$ cat config.mk
export PLATFORM = sky130hd
export DESIGN_NAME = axi_id_serialize
export DESIGN_NICKNAME = d
export VERILOG_FILES = /design/src/hw/axi_id_serialize_pkg.sv /design/src/hw/axi_id_serialize.sv /design/src/hw/axi_id_mux.sv /design/src/hw/axi_serializer.sv /design/src/hw/axi_id_demux.sv
export VERILOG_INCLUDE_DIRS = /design/src /design/src/hw
export SDC_FILE = /design/constraint.sdc
export NUM_CORES = 1
export LEC_CHECK = 0
export ABC_AREA = 0
export BUFFER_PORTS_ARGS = -buffer_cell sky130_fd_sc_hd__clkbuf_2
export CORE_MARGIN = 5
export CORE_UTILIZATION = 45
export CTS_BUF_LIST = sky130_fd_sc_hd__clkbuf_16
export DETAILED_ROUTE_END_ITERATION = 6
export MAX_ROUTING_LAYER = met4
export PLACE_DENSITY = 0.66
export RECOVER_POWER = 25
export SYNTH_ARGS = -nofsm -noshare
export SYNTH_HDL_FRONTEND = slang
export SYNTH_HIERARCHICAL = 1
export SYNTH_SLANG_ARGS = --single-unit
$ cat constraint.sdc
create_clock -name clk_i -period 7.1 [get_ports clk_i]
set_input_delay 0.355 -clock clk_i [delete_from_list [all_inputs] [get_ports clk_i]]
set_output_delay 0.355 -clock clk_i [all_outputs]
set_load 0.01 [all_outputs]
$ cat src/hw/axi_id_serialize_config.svh
// AXI ID serializer configuration: port widths, slot count and per-slot read limit
`ifndef AXI_ID_SERIALIZE_CONFIG_SVH
`define AXI_ID_SERIALIZE_CONFIG_SVH

`define AXI_SLV_ID_WIDTH 6
`define AXI_MST_ID_WIDTH 2
`define AXI_NUM_SLOTS 4
`define AXI_ADDR_WIDTH 32
`define AXI_DATA_WIDTH 32
`define AXI_LEN_WIDTH 8
`define AXI_MAX_TXNS_PER_ID 4

`endif
$ cat src/hw/axi_id_serialize_pkg.sv
// AXI ID serializer types: read channel structs for both ports and the slot index
`include "axi_id_serialize_config.svh"

package axi_id_serialize_pkg;

  typedef logic [`AXI_SLV_ID_WIDTH-1:0] slv_id_t;
  typedef logic [`AXI_MST_ID_WIDTH-1:0] mst_id_t;
  typedef logic [`AXI_ADDR_WIDTH-1:0]   addr_t;
  typedef logic [`AXI_DATA_WIDTH-1:0]   data_t;
  typedef logic [`AXI_LEN_WIDTH-1:0]    len_t;
  typedef logic [1:0]                   resp_t;

  // Slot index, doubles as the master port ID
  typedef logic [$clog2(`AXI_NUM_SLOTS)-1:0] slot_sel_t;

  typedef struct packed {
    slv_id_t id;
    addr_t   addr;
    len_t    len;
  } slv_ar_chan_t;

  typedef struct packed {
    slv_id_t id;
    data_t   data;
    resp_t   resp;
    logic    last;
  } slv_r_chan_t;

  typedef struct packed {
    mst_id_t id;
    addr_t   addr;
    len_t    len;
  } mst_ar_chan_t;

  typedef struct packed {
    mst_id_t id;
    data_t   data;
    resp_t   resp;
    logic    last;
  } mst_r_chan_t;

  // First requesting slot at or after ptr, wrapping around
  function automatic slot_sel_t rr_pick(input logic [`AXI_NUM_SLOTS-1:0] req,
                                        input slot_sel_t                 ptr);
    slot_sel_t idx;
    rr_pick = ptr;
    // Walk backwards so the nearest requester is the last one written
    for (int i = `AXI_NUM_SLOTS - 1; i >= 0; i--) begin
      idx = slot_sel_t'((int'(ptr) + i) % `AXI_NUM_SLOTS);
      if (req[idx]) begin
        rr_pick = idx;
      end
    end
  endfunction

endpackage

$ cat src/hw/axi_id_serialize.sv
// AXI ID serializer: folds wide read IDs onto four master IDs, serializing colliding IDs
`include "axi_id_serialize_config.svh"

module axi_id_serialize (
  input  logic                               clk_i,
  input  logic                               rst_n_i,
  input  axi_id_serialize_pkg::slv_ar_chan_t slv_ar_i,
  input  logic                               slv_ar_valid_i,
  output logic                               slv_ar_ready_o,
  output axi_id_serialize_pkg::slv_r_chan_t  slv_r_o,
  output logic                               slv_r_valid_o,
  input  logic                               slv_r_ready_i,
  output axi_id_serialize_pkg::mst_ar_chan_t mst_ar_o,
  output logic                               mst_ar_valid_o,
  input  logic                               mst_ar_ready_i,
  input  axi_id_serialize_pkg::mst_r_chan_t  mst_r_i,
  input  logic                               mst_r_valid_i,
  output logic                               mst_r_ready_o
);

  import axi_id_serialize_pkg::*;

  // Demux to serializers, original slave IDs
  slv_ar_chan_t [`AXI_NUM_SLOTS-1:0] dmx_ar;
  logic         [`AXI_NUM_SLOTS-1:0] dmx_ar_valid;
  logic         [`AXI_NUM_SLOTS-1:0] dmx_ar_ready;
  slv_r_chan_t  [`AXI_NUM_SLOTS-1:0] dmx_r;
  logic         [`AXI_NUM_SLOTS-1:0] dmx_r_valid;
  logic         [`AXI_NUM_SLOTS-1:0] dmx_r_ready;

  // Serializers to mux, request IDs forced to zero
  slv_ar_chan_t [`AXI_NUM_SLOTS-1:0] ser_ar;
  logic         [`AXI_NUM_SLOTS-1:0] ser_ar_valid;
  logic         [`AXI_NUM_SLOTS-1:0] ser_ar_ready;
  slv_r_chan_t  [`AXI_NUM_SLOTS-1:0] ser_r;
  logic         [`AXI_NUM_SLOTS-1:0] ser_r_valid;
  logic         [`AXI_NUM_SLOTS-1:0] ser_r_ready;

  axi_id_demux i_axi_id_demux (
    .clk_i           (clk_i),
    .rst_n_i         (rst_n_i),
    .slv_ar_i        (slv_ar_i),
    .slv_ar_valid_i  (slv_ar_valid_i),
    .slv_ar_ready_o  (slv_ar_ready_o),
    .slv_r_o         (slv_r_o),
    .slv_r_valid_o   (slv_r_valid_o),
    .slv_r_ready_i   (slv_r_ready_i),
    .slot_ar_o       (dmx_ar),
    .slot_ar_valid_o (dmx_ar_valid),
    .slot_ar_ready_i (dmx_ar_ready),
    .slot_r_i        (dmx_r),
    .slot_r_valid_i  (dmx_r_valid),
    .slot_r_ready_o  (dmx_r_ready)
  );

  for (genvar i = 0; i < `AXI_NUM_SLOTS; i++) begin : gen_serializers
    axi_serializer i_axi_serializer (
      .clk_i          (clk_i),
      .rst_n_i        (rst_n_i),
      .slv_ar_i       (dmx_ar[i]),
      .slv_ar_valid_i (dmx_ar_valid[i]),
      .slv_ar_ready_o (dmx_ar_ready[i]),
      .slv_r_o        (dmx_r[i]),
      .slv_r_valid_o  (dmx_r_valid[i]),
      .slv_r_ready_i  (dmx_r_ready[i]),
      .mst_ar_o       (ser_ar[i]),
      .mst_ar_valid_o (ser_ar_valid[i]),
      .mst_ar_ready_i (ser_ar_ready[i]),
      .mst_r_i        (ser_r[i]),
      .mst_r_valid_i  (ser_r_valid[i]),
      .mst_r_ready_o  (ser_r_ready[i])
    );
  end

  axi_id_mux i_axi_id_mux (
    .clk_i           (clk_i),
    .rst_n_i         (rst_n_i),
    .slot_ar_i       (ser_ar),
    .slot_ar_valid_i (ser_ar_valid),
    .slot_ar_ready_o (ser_ar_ready),
    .slot_r_o        (ser_r),
    .slot_r_valid_o  (ser_r_valid),
    .slot_r_ready_i  (ser_r_ready),
    .mst_ar_o        (mst_ar_o),
    .mst_ar_valid_o  (mst_ar_valid_o),
    .mst_ar_ready_i  (mst_ar_ready_i),
    .mst_r_i         (mst_r_i),
    .mst_r_valid_i   (mst_r_valid_i),
    .mst_r_ready_o   (mst_r_ready_o)
  );

endmodule

$ cat src/hw/axi_id_mux.sv
// AXI ID mux: arbitrates slot reads onto the master port with the slot index as ID
`include "axi_id_serialize_config.svh"

module axi_id_mux (
  input  logic                                                    clk_i,
  input  logic                                                    rst_n_i,
  input  axi_id_serialize_pkg::slv_ar_chan_t [`AXI_NUM_SLOTS-1:0] slot_ar_i,
  input  logic [`AXI_NUM_SLOTS-1:0]                               slot_ar_valid_i,
  output logic [`AXI_NUM_SLOTS-1:0]                               slot_ar_ready_o,
  output axi_id_serialize_pkg::slv_r_chan_t [`AXI_NUM_SLOTS-1:0]  slot_r_o,
  output logic [`AXI_NUM_SLOTS-1:0]                               slot_r_valid_o,
  input  logic [`AXI_NUM_SLOTS-1:0]                               slot_r_ready_i,
  output axi_id_serialize_pkg::mst_ar_chan_t                      mst_ar_o,
  output logic                                                    mst_ar_valid_o,
  input  logic                                                    mst_ar_ready_i,
  input  axi_id_serialize_pkg::mst_r_chan_t                       mst_r_i,
  input  logic                                                    mst_r_valid_i,
  output logic                                                    mst_r_ready_o
);

  import axi_id_serialize_pkg::*;

  mst_ar_chan_t ar_d;
  mst_ar_chan_t ar_q;
  logic         ar_valid_q;
  logic         ar_any;
  logic         reg_free;
  slot_sel_t    ar_gnt;
  slot_sel_t    rr_ptr_q;
  slot_sel_t    r_sel;

  assign ar_any = |slot_ar_valid_i;
  assign ar_gnt = rr_pick(slot_ar_valid_i, rr_ptr_q);

  // Register can load when empty or when it drains this cycle
  assign reg_free = !ar_valid_q || mst_ar_ready_i;

  always_comb begin
    for (int i = 0; i < `AXI_NUM_SLOTS; i++) begin
      slot_ar_ready_o[i] = reg_free && ar_any && (ar_gnt == slot_sel_t'(i));
    end
  end

  // Slot index replaces the zeroed serializer ID
  always_comb begin
    ar_d.id   = mst_id_t'(ar_gnt);
    ar_d.addr = slot_ar_i[ar_gnt].addr;
    ar_d.len  = slot_ar_i[ar_gnt].len;
  end

  always_ff @(posedge clk_i) begin
    if (!rst_n_i) begin
      ar_valid_q <= 1'b0;
      rr_ptr_q   <= '0;
    end else if (reg_free) begin
      ar_valid_q <= ar_any;
      if (ar_any) begin
        rr_ptr_q <= slot_sel_t'((int'(ar_gnt) + 1) % `AXI_NUM_SLOTS);
      end
    end
  end

  always_ff @(posedge clk_i) begin
    if (reg_free && ar_any) begin
      ar_q <= ar_d;
    end
  end

  assign mst_ar_o       = ar_q;
  assign mst_ar_valid_o = ar_valid_q;

  // Response ID names the slot directly
  assign r_sel = slot_sel_t'(mst_r_i.id);

  always_comb begin
    for (int i = 0; i < `AXI_NUM_SLOTS; i++) begin
      slot_r_o[i].id    = '0;
      slot_r_o[i].data  = mst_r_i.data;
      slot_r_o[i].resp  = mst_r_i.resp;
      slot_r_o[i].last  = mst_r_i.last;
      slot_r_valid_o[i] = mst_r_valid_i && (r_sel == slot_sel_t'(i));
    end
  end

  assign mst_r_ready_o = slot_r_ready_i[r_sel];

  a_ar_valid_hold : assert property (@(posedge clk_i) disable iff (!rst_n_i)
    mst_ar_valid_o && !mst_ar_ready_i |=> mst_ar_valid_o);

  a_ar_payload_hold : assert property (@(posedge clk_i) disable iff (!rst_n_i)
    mst_ar_valid_o && !mst_ar_ready_i |=> $stable(mst_ar_o));

endmodule

$ cat src/hw/axi_serializer.sv
// AXI read serializer: admits reads of one slave ID at a time and restores response IDs
`include "axi_id_serialize_config.svh"

module axi_serializer (
  input  logic                               clk_i,
  input  logic                               rst_n_i,
  input  axi_id_serialize_pkg::slv_ar_chan_t slv_ar_i,
  input  logic                               slv_ar_valid_i,
  output logic                               slv_ar_ready_o,
  output axi_id_serialize_pkg::slv_r_chan_t  slv_r_o,
  output logic                               slv_r_valid_o,
  input  logic                               slv_r_ready_i,
  output axi_id_serialize_pkg::slv_ar_chan_t mst_ar_o,
  output logic                               mst_ar_valid_o,
  input  logic                               mst_ar_ready_i,
  input  axi_id_serialize_pkg::slv_r_chan_t  mst_r_i,
  input  logic                               mst_r_valid_i,
  output logic                               mst_r_ready_o
);

  import axi_id_serialize_pkg::*;

  typedef logic [$clog2(`AXI_MAX_TXNS_PER_ID + 1)-1:0] cnt_t;

  cnt_t    cnt_q;
  slv_id_t id_q;
  logic    admit;
  logic    ar_hs;
  logic    r_done;

  // Free slot takes any ID, a busy one only more reads of its own ID
  assign admit = (cnt_q == '0) ||
                 ((slv_ar_i.id == id_q) && (cnt_q < cnt_t'(`AXI_MAX_TXNS_PER_ID)));

  always_comb begin
    mst_ar_o    = slv_ar_i;
    mst_ar_o.id = '0;
  end

  assign mst_ar_valid_o = slv_ar_valid_i && admit;
  assign slv_ar_ready_o = mst_ar_ready_i && admit;

  // Responses go back under the ID held for this slot
  always_comb begin
    slv_r_o    = mst_r_i;
    slv_r_o.id = id_q;
  end

  assign slv_r_valid_o = mst_r_valid_i;
  assign mst_r_ready_o = slv_r_ready_i;

  assign ar_hs  = slv_ar_valid_i && slv_ar_ready_o;
  assign r_done = mst_r_valid_i && mst_r_ready_o && mst_r_i.last;

  always_ff @(posedge clk_i) begin
    if (!rst_n_i) begin
      cnt_q <= '0;
    end else begin
      case ({ar_hs, r_done})
        2'b10:   cnt_q <= cnt_q + cnt_t'(1);
        2'b01:   cnt_q <= cnt_q - cnt_t'(1);
        default: cnt_q <= cnt_q;
      endcase
    end
  end

  always_ff @(posedge clk_i) begin
    if (ar_hs) begin
      id_q <= slv_ar_i.id;
    end
  end

  a_cnt_limit : assert property (@(posedge clk_i) disable iff (!rst_n_i)
    cnt_q <= cnt_t'(`AXI_MAX_TXNS_PER_ID));

  // Mux routing must never hand this slot a burst it did not issue
  a_no_stray_resp : assert property (@(posedge clk_i) disable iff (!rst_n_i)
    mst_r_valid_i |-> cnt_q != '0);

endmodule

$ cat src/hw/axi_id_demux.sv
// AXI ID demux: steers read requests to ID slots and returns slot bursts to the slave port
`include "axi_id_serialize_config.svh"

module axi_id_demux (
  input  logic                                                    clk_i,
  input  logic                                                    rst_n_i,
  input  axi_id_serialize_pkg::slv_ar_chan_t                      slv_ar_i,
  input  logic                                                    slv_ar_valid_i,
  output logic                                                    slv_ar_ready_o,
  output axi_id_serialize_pkg::slv_r_chan_t                       slv_r_o,
  output logic                                                    slv_r_valid_o,
  input  logic                                                    slv_r_ready_i,
  output axi_id_serialize_pkg::slv_ar_chan_t [`AXI_NUM_SLOTS-1:0] slot_ar_o,
  output logic [`AXI_NUM_SLOTS-1:0]                               slot_ar_valid_o,
  input  logic [`AXI_NUM_SLOTS-1:0]                               slot_ar_ready_i,
  input  axi_id_serialize_pkg::slv_r_chan_t [`AXI_NUM_SLOTS-1:0]  slot_r_i,
  input  logic [`AXI_NUM_SLOTS-1:0]                               slot_r_valid_i,
  output logic [`AXI_NUM_SLOTS-1:0]                               slot_r_ready_o
);

  import axi_id_serialize_pkg::*;

  slot_sel_t ar_sel;
  slot_sel_t r_gnt;
  slot_sel_t r_sel_q;
  slot_sel_t rr_ptr_q;
  logic      r_lock_q;
  logic      r_last_hs;

  // Request slot is the ID folded modulo the slot count
  assign ar_sel = slot_sel_t'(slv_ar_i.id % `AXI_NUM_SLOTS);

  always_comb begin
    for (int i = 0; i < `AXI_NUM_SLOTS; i++) begin
      slot_ar_o[i]       = slv_ar_i;
      slot_ar_valid_o[i] = slv_ar_valid_i && (ar_sel == slot_sel_t'(i));
    end
  end

  assign slv_ar_ready_o = slot_ar_ready_i[ar_sel];

  // A presented or running burst keeps its slot until the last beat
  assign r_gnt = r_lock_q ? r_sel_q : rr_pick(slot_r_valid_i, rr_ptr_q);

  assign slv_r_o       = slot_r_i[r_gnt];
  assign slv_r_valid_o = slot_r_valid_i[r_gnt];

  always_comb begin
    for (int i = 0; i < `AXI_NUM_SLOTS; i++) begin
      slot_r_ready_o[i] = slv_r_ready_i && (r_gnt == slot_sel_t'(i));
    end
  end

  assign r_last_hs = slv_r_valid_o && slv_r_ready_i && slv_r_o.last;

  always_ff @(posedge clk_i) begin
    if (!rst_n_i) begin
      r_lock_q <= 1'b0;
      r_sel_q  <= '0;
      rr_ptr_q <= '0;
    end else if (r_last_hs) begin
      r_lock_q <= 1'b0;
      rr_ptr_q <= slot_sel_t'((int'(r_gnt) + 1) % `AXI_NUM_SLOTS);
    end else if (slv_r_valid_o) begin
      r_lock_q <= 1'b1;
      r_sel_q  <= r_gnt;
    end
  end

  // Holds only if every slot keeps its response valid while stalled
  a_r_valid_hold : assert property (@(posedge clk_i) disable iff (!rst_n_i)
    slv_r_valid_o && !slv_r_ready_i |=> slv_r_valid_o);

endmodule

==> summary.md <==
| Metric | Value |
|---|---|
| Outcome | finished with violations |
| Failing checks | design-rule violations |
| Critical path endpoint category | flip-flop |
| CP max FO | 82 |
| Via count of the first global-routing pass | 5,811 |
| Hold crit path type | primary input to flip-flop |
| Share of cells above drive strength 1 | 17.5% |
| Row count | 57 |
| Routed wire per std cell | 14.0 um |
| CP Class | primary input to flip-flop |
| Drt first-iter violations | approximately 330 |
| CP arrival | 4.88 ns |
| Syn Inst Count | ~1.5k |
| Clock root cell | clkbuf_16 |
| CTS H-tree depth | 3 |
| Reg2reg setup slack | 2.61 ns |
| # port buffers | 175 |
| Multi-input logic area | 3730 um2 |
| Largest net degree at the start of global routing | 84 |
| Fin crit share | 64.9% |
| DIE AREA | 28,100 um2 |
| Pre-antenna DRT Iters | 7 |
| Cell Pwr Density | 226 nW/um2 |
| RSZ-0062 raised after global routing | false |
| Min setup slack post-route | between 2 and 2.5 ns |
| Leakage | 3.14 nW |
| Global-route wire length before repair | 29.0 mm |
| Worst Path Required | 7.37 ns |
| Final setup TNS | 0 ns |
| Final ANT Viol Nets | 0 |
| Layout fillers | between 2k and 3k |
| Tot Pwr | 0.00176 W |
| Post-DP HPWL | around 13 mm |
| Initial core utilization | between 40 and 50% |
| Type of origin of the critical path | primary input |
| Relative slew slack | between 20% and 30% |
| # clock sinks | 86 |
| Worst vdd ir | roughly 0.15 mV |
| Worst Hold Depth | 4 |
| Final Slew Violations | 0 |
| Gp weighted congestion | 0.839 |
| DP Cell Count | 1,277 |
| Yosys warnings | 6 |
| Reg2reg start | gen_serializers[3].i_axi_serializer/id_q[5] |
| Post_cts resized | 0 |
| Crit path time final | 4.61 ns |
| Hold-fix buffers at CTS | 0 |
| Clock skew | about 0.0088 ns |
| CTS tree | yes |
| Nets | 1,065 |
| Ports | 176 |
| Commonest non-fill, non-tap cell in the layout | nand2_1 |
| FF-to-FF path depth | 11 |
| Synth Cell Area | 11,200 um2 |
| Syn_area_per_cell | between 7 and 8 um2 |
| Core area | 24,400 um2 |
| Setup Fix Bufs, Post-CTS | 0 |
| Drt total wl | 18.1 mm |
| Layout area overhead | -30.3% |
| Final setup viols | 0 |
| Syn Nets | 1,558 |
| Worst-path clk slew | 0.07 ns |
| Most frequent cells in the layout | nand2_1, clkbuf_2, edfxtp_1 |
| Sequential Area | 2380 um2 |
| DRC | 6 |
| WHS Endpoint | i_axi_id_mux/mst_ar_valid_o |
| CTS Buffer Depth | 2 |
| Number of antenna violations at the first check in global routing | 1 |
| Placement Cell Area | 7520 um2 |
| FF-to-FF End | gen_serializers[3].i_axi_serializer/id_q[2] |
| Endpoints failing hold | 0 |
| Peak Freq | between 200 and 250 MHz |
| Die Span X | about 170 um |
| Worst-margin pin slew | 1.18 ns |
| Max cap viols | 0 |
| Finished Layout Cells | around 1.3k |
| Total track usage | 12.7% |
| Grt ovf | 0 |
| Die Y | 167 um |
| Routed vias/inst | 4.93 |
| Via count | roughly 6.4k |
| Worst-skew pair later-pin latency | between 0.3 and 0.4 ns |
| TritonCTS Buffers | 9 |
| Final instance area | 7770 um2 |
| Post-place setup slack | 2.33 ns |
| Worst hold start | mst_ar_ready_i |
[power breakdown]
part | internal [W] | switching, W | total, W | leakage (nW)
registers | 0.000613 | 0.0000204 | 0.000634 | 0.779
clock network | 0.000274 | 0.000211 | 0.000484 | 0.140
logic | 0.000232 | 0.000409 | 0.000641 | 2.23
[sequential cells by signal, indices dropped and copies added (netlist names)]
| signal | flops |
|---|---|
| i_axi_id_demux/r_sel_q | 2 |
| i_axi_id_mux/mst_ar_valid_o | 1 |
| gen_serializers.i_axi_serializer/cnt_q | 12 |
| i_axi_id_mux/rr_ptr_q | 2 |
| i_axi_id_demux/r_lock_q | 1 |
| i_axi_id_demux/rr_ptr_q | 2 |
| i_axi_id_mux/mst_ar_o | 42 |
| gen_serializers.i_axi_serializer/id_q | 24 |
[worst max-delay path: stages]
cell,delay (ns)
clkbuf_1,0.53
xnor2_1,0.19
nand4_1,0.22
o21ai_0,0.51
nor2_1,0.11
a211o_1,0.34
o21ai_4,0.06
buf_4,0.60
nand2_1,0.16
a21oi_1,0.16
nor2b_1,0.28
nand4_1,0.15
o21a_1,0.20
ha_1,0.23
inv_1,0.08
fa_1,0.17
xor2_1,0.08
or3_1,0.31
a21boi_1,0.14
[routing by layer]
| layer | up-vias | GRT usage [%] | part of all wire, % |
|---|---|---|---|
| met5 | - | - | 0 |
| met4 | 0 | 2.29 | 0.77 |
| met3 | 11 | 3.91 | 7.8 |
| met1 | 2988 | 15.9 | 45 |
| met2 | 178 | 20.6 | 46 |
| li1 | 3208 | - | - |
[cell type report]
class                      instances  area share (%)
antenna                            2          0.0644
clock buffer                       9            2.90
clock inverter                     7           0.917
inverter                          19           0.934
multi-input combinational        666            48.0
sequential                        86            30.6
tap                              324            5.21
timing repair buffer             182            11.3
[worst max path at each step]
stage                                                           start                                      endpoint  slack [ns]  cells past startpoint
after global placement                                   slv_ar_i[45]   gen_serializers[3].i_axi_serializer/id_q[5]        2.54                     12
after detailed placement                                 slv_ar_i[41]  gen_serializers[0].i_axi_serializer/cnt_q[2]        2.33                     19
final                                                    slv_ar_i[41]  gen_serializers[2].i_axi_serializer/cnt_q[2]        2.49                     19
after CTS                 gen_serializers[2].i_axi_serializer/id_q[5]  gen_serializers[0].i_axi_serializer/cnt_q[2]        2.59                     18
after global routing                                     slv_ar_i[41]  gen_serializers[0].i_axi_serializer/cnt_q[2]        2.06                     20
after floorplan                                          slv_ar_i[40]  gen_serializers[2].i_axi_serializer/cnt_q[2]        1.63                     17
[metrics by stage]
step	utilization (%)	hold WS [ns]
after floorplan	-	0.443
after global placement	30.8	0.469
after detailed placement	30.8	0.470
after CTS	32.1	0.313
after global routing	31.9	0.354
final	31.9	0.328
Power figures use the tool's default switching activity.
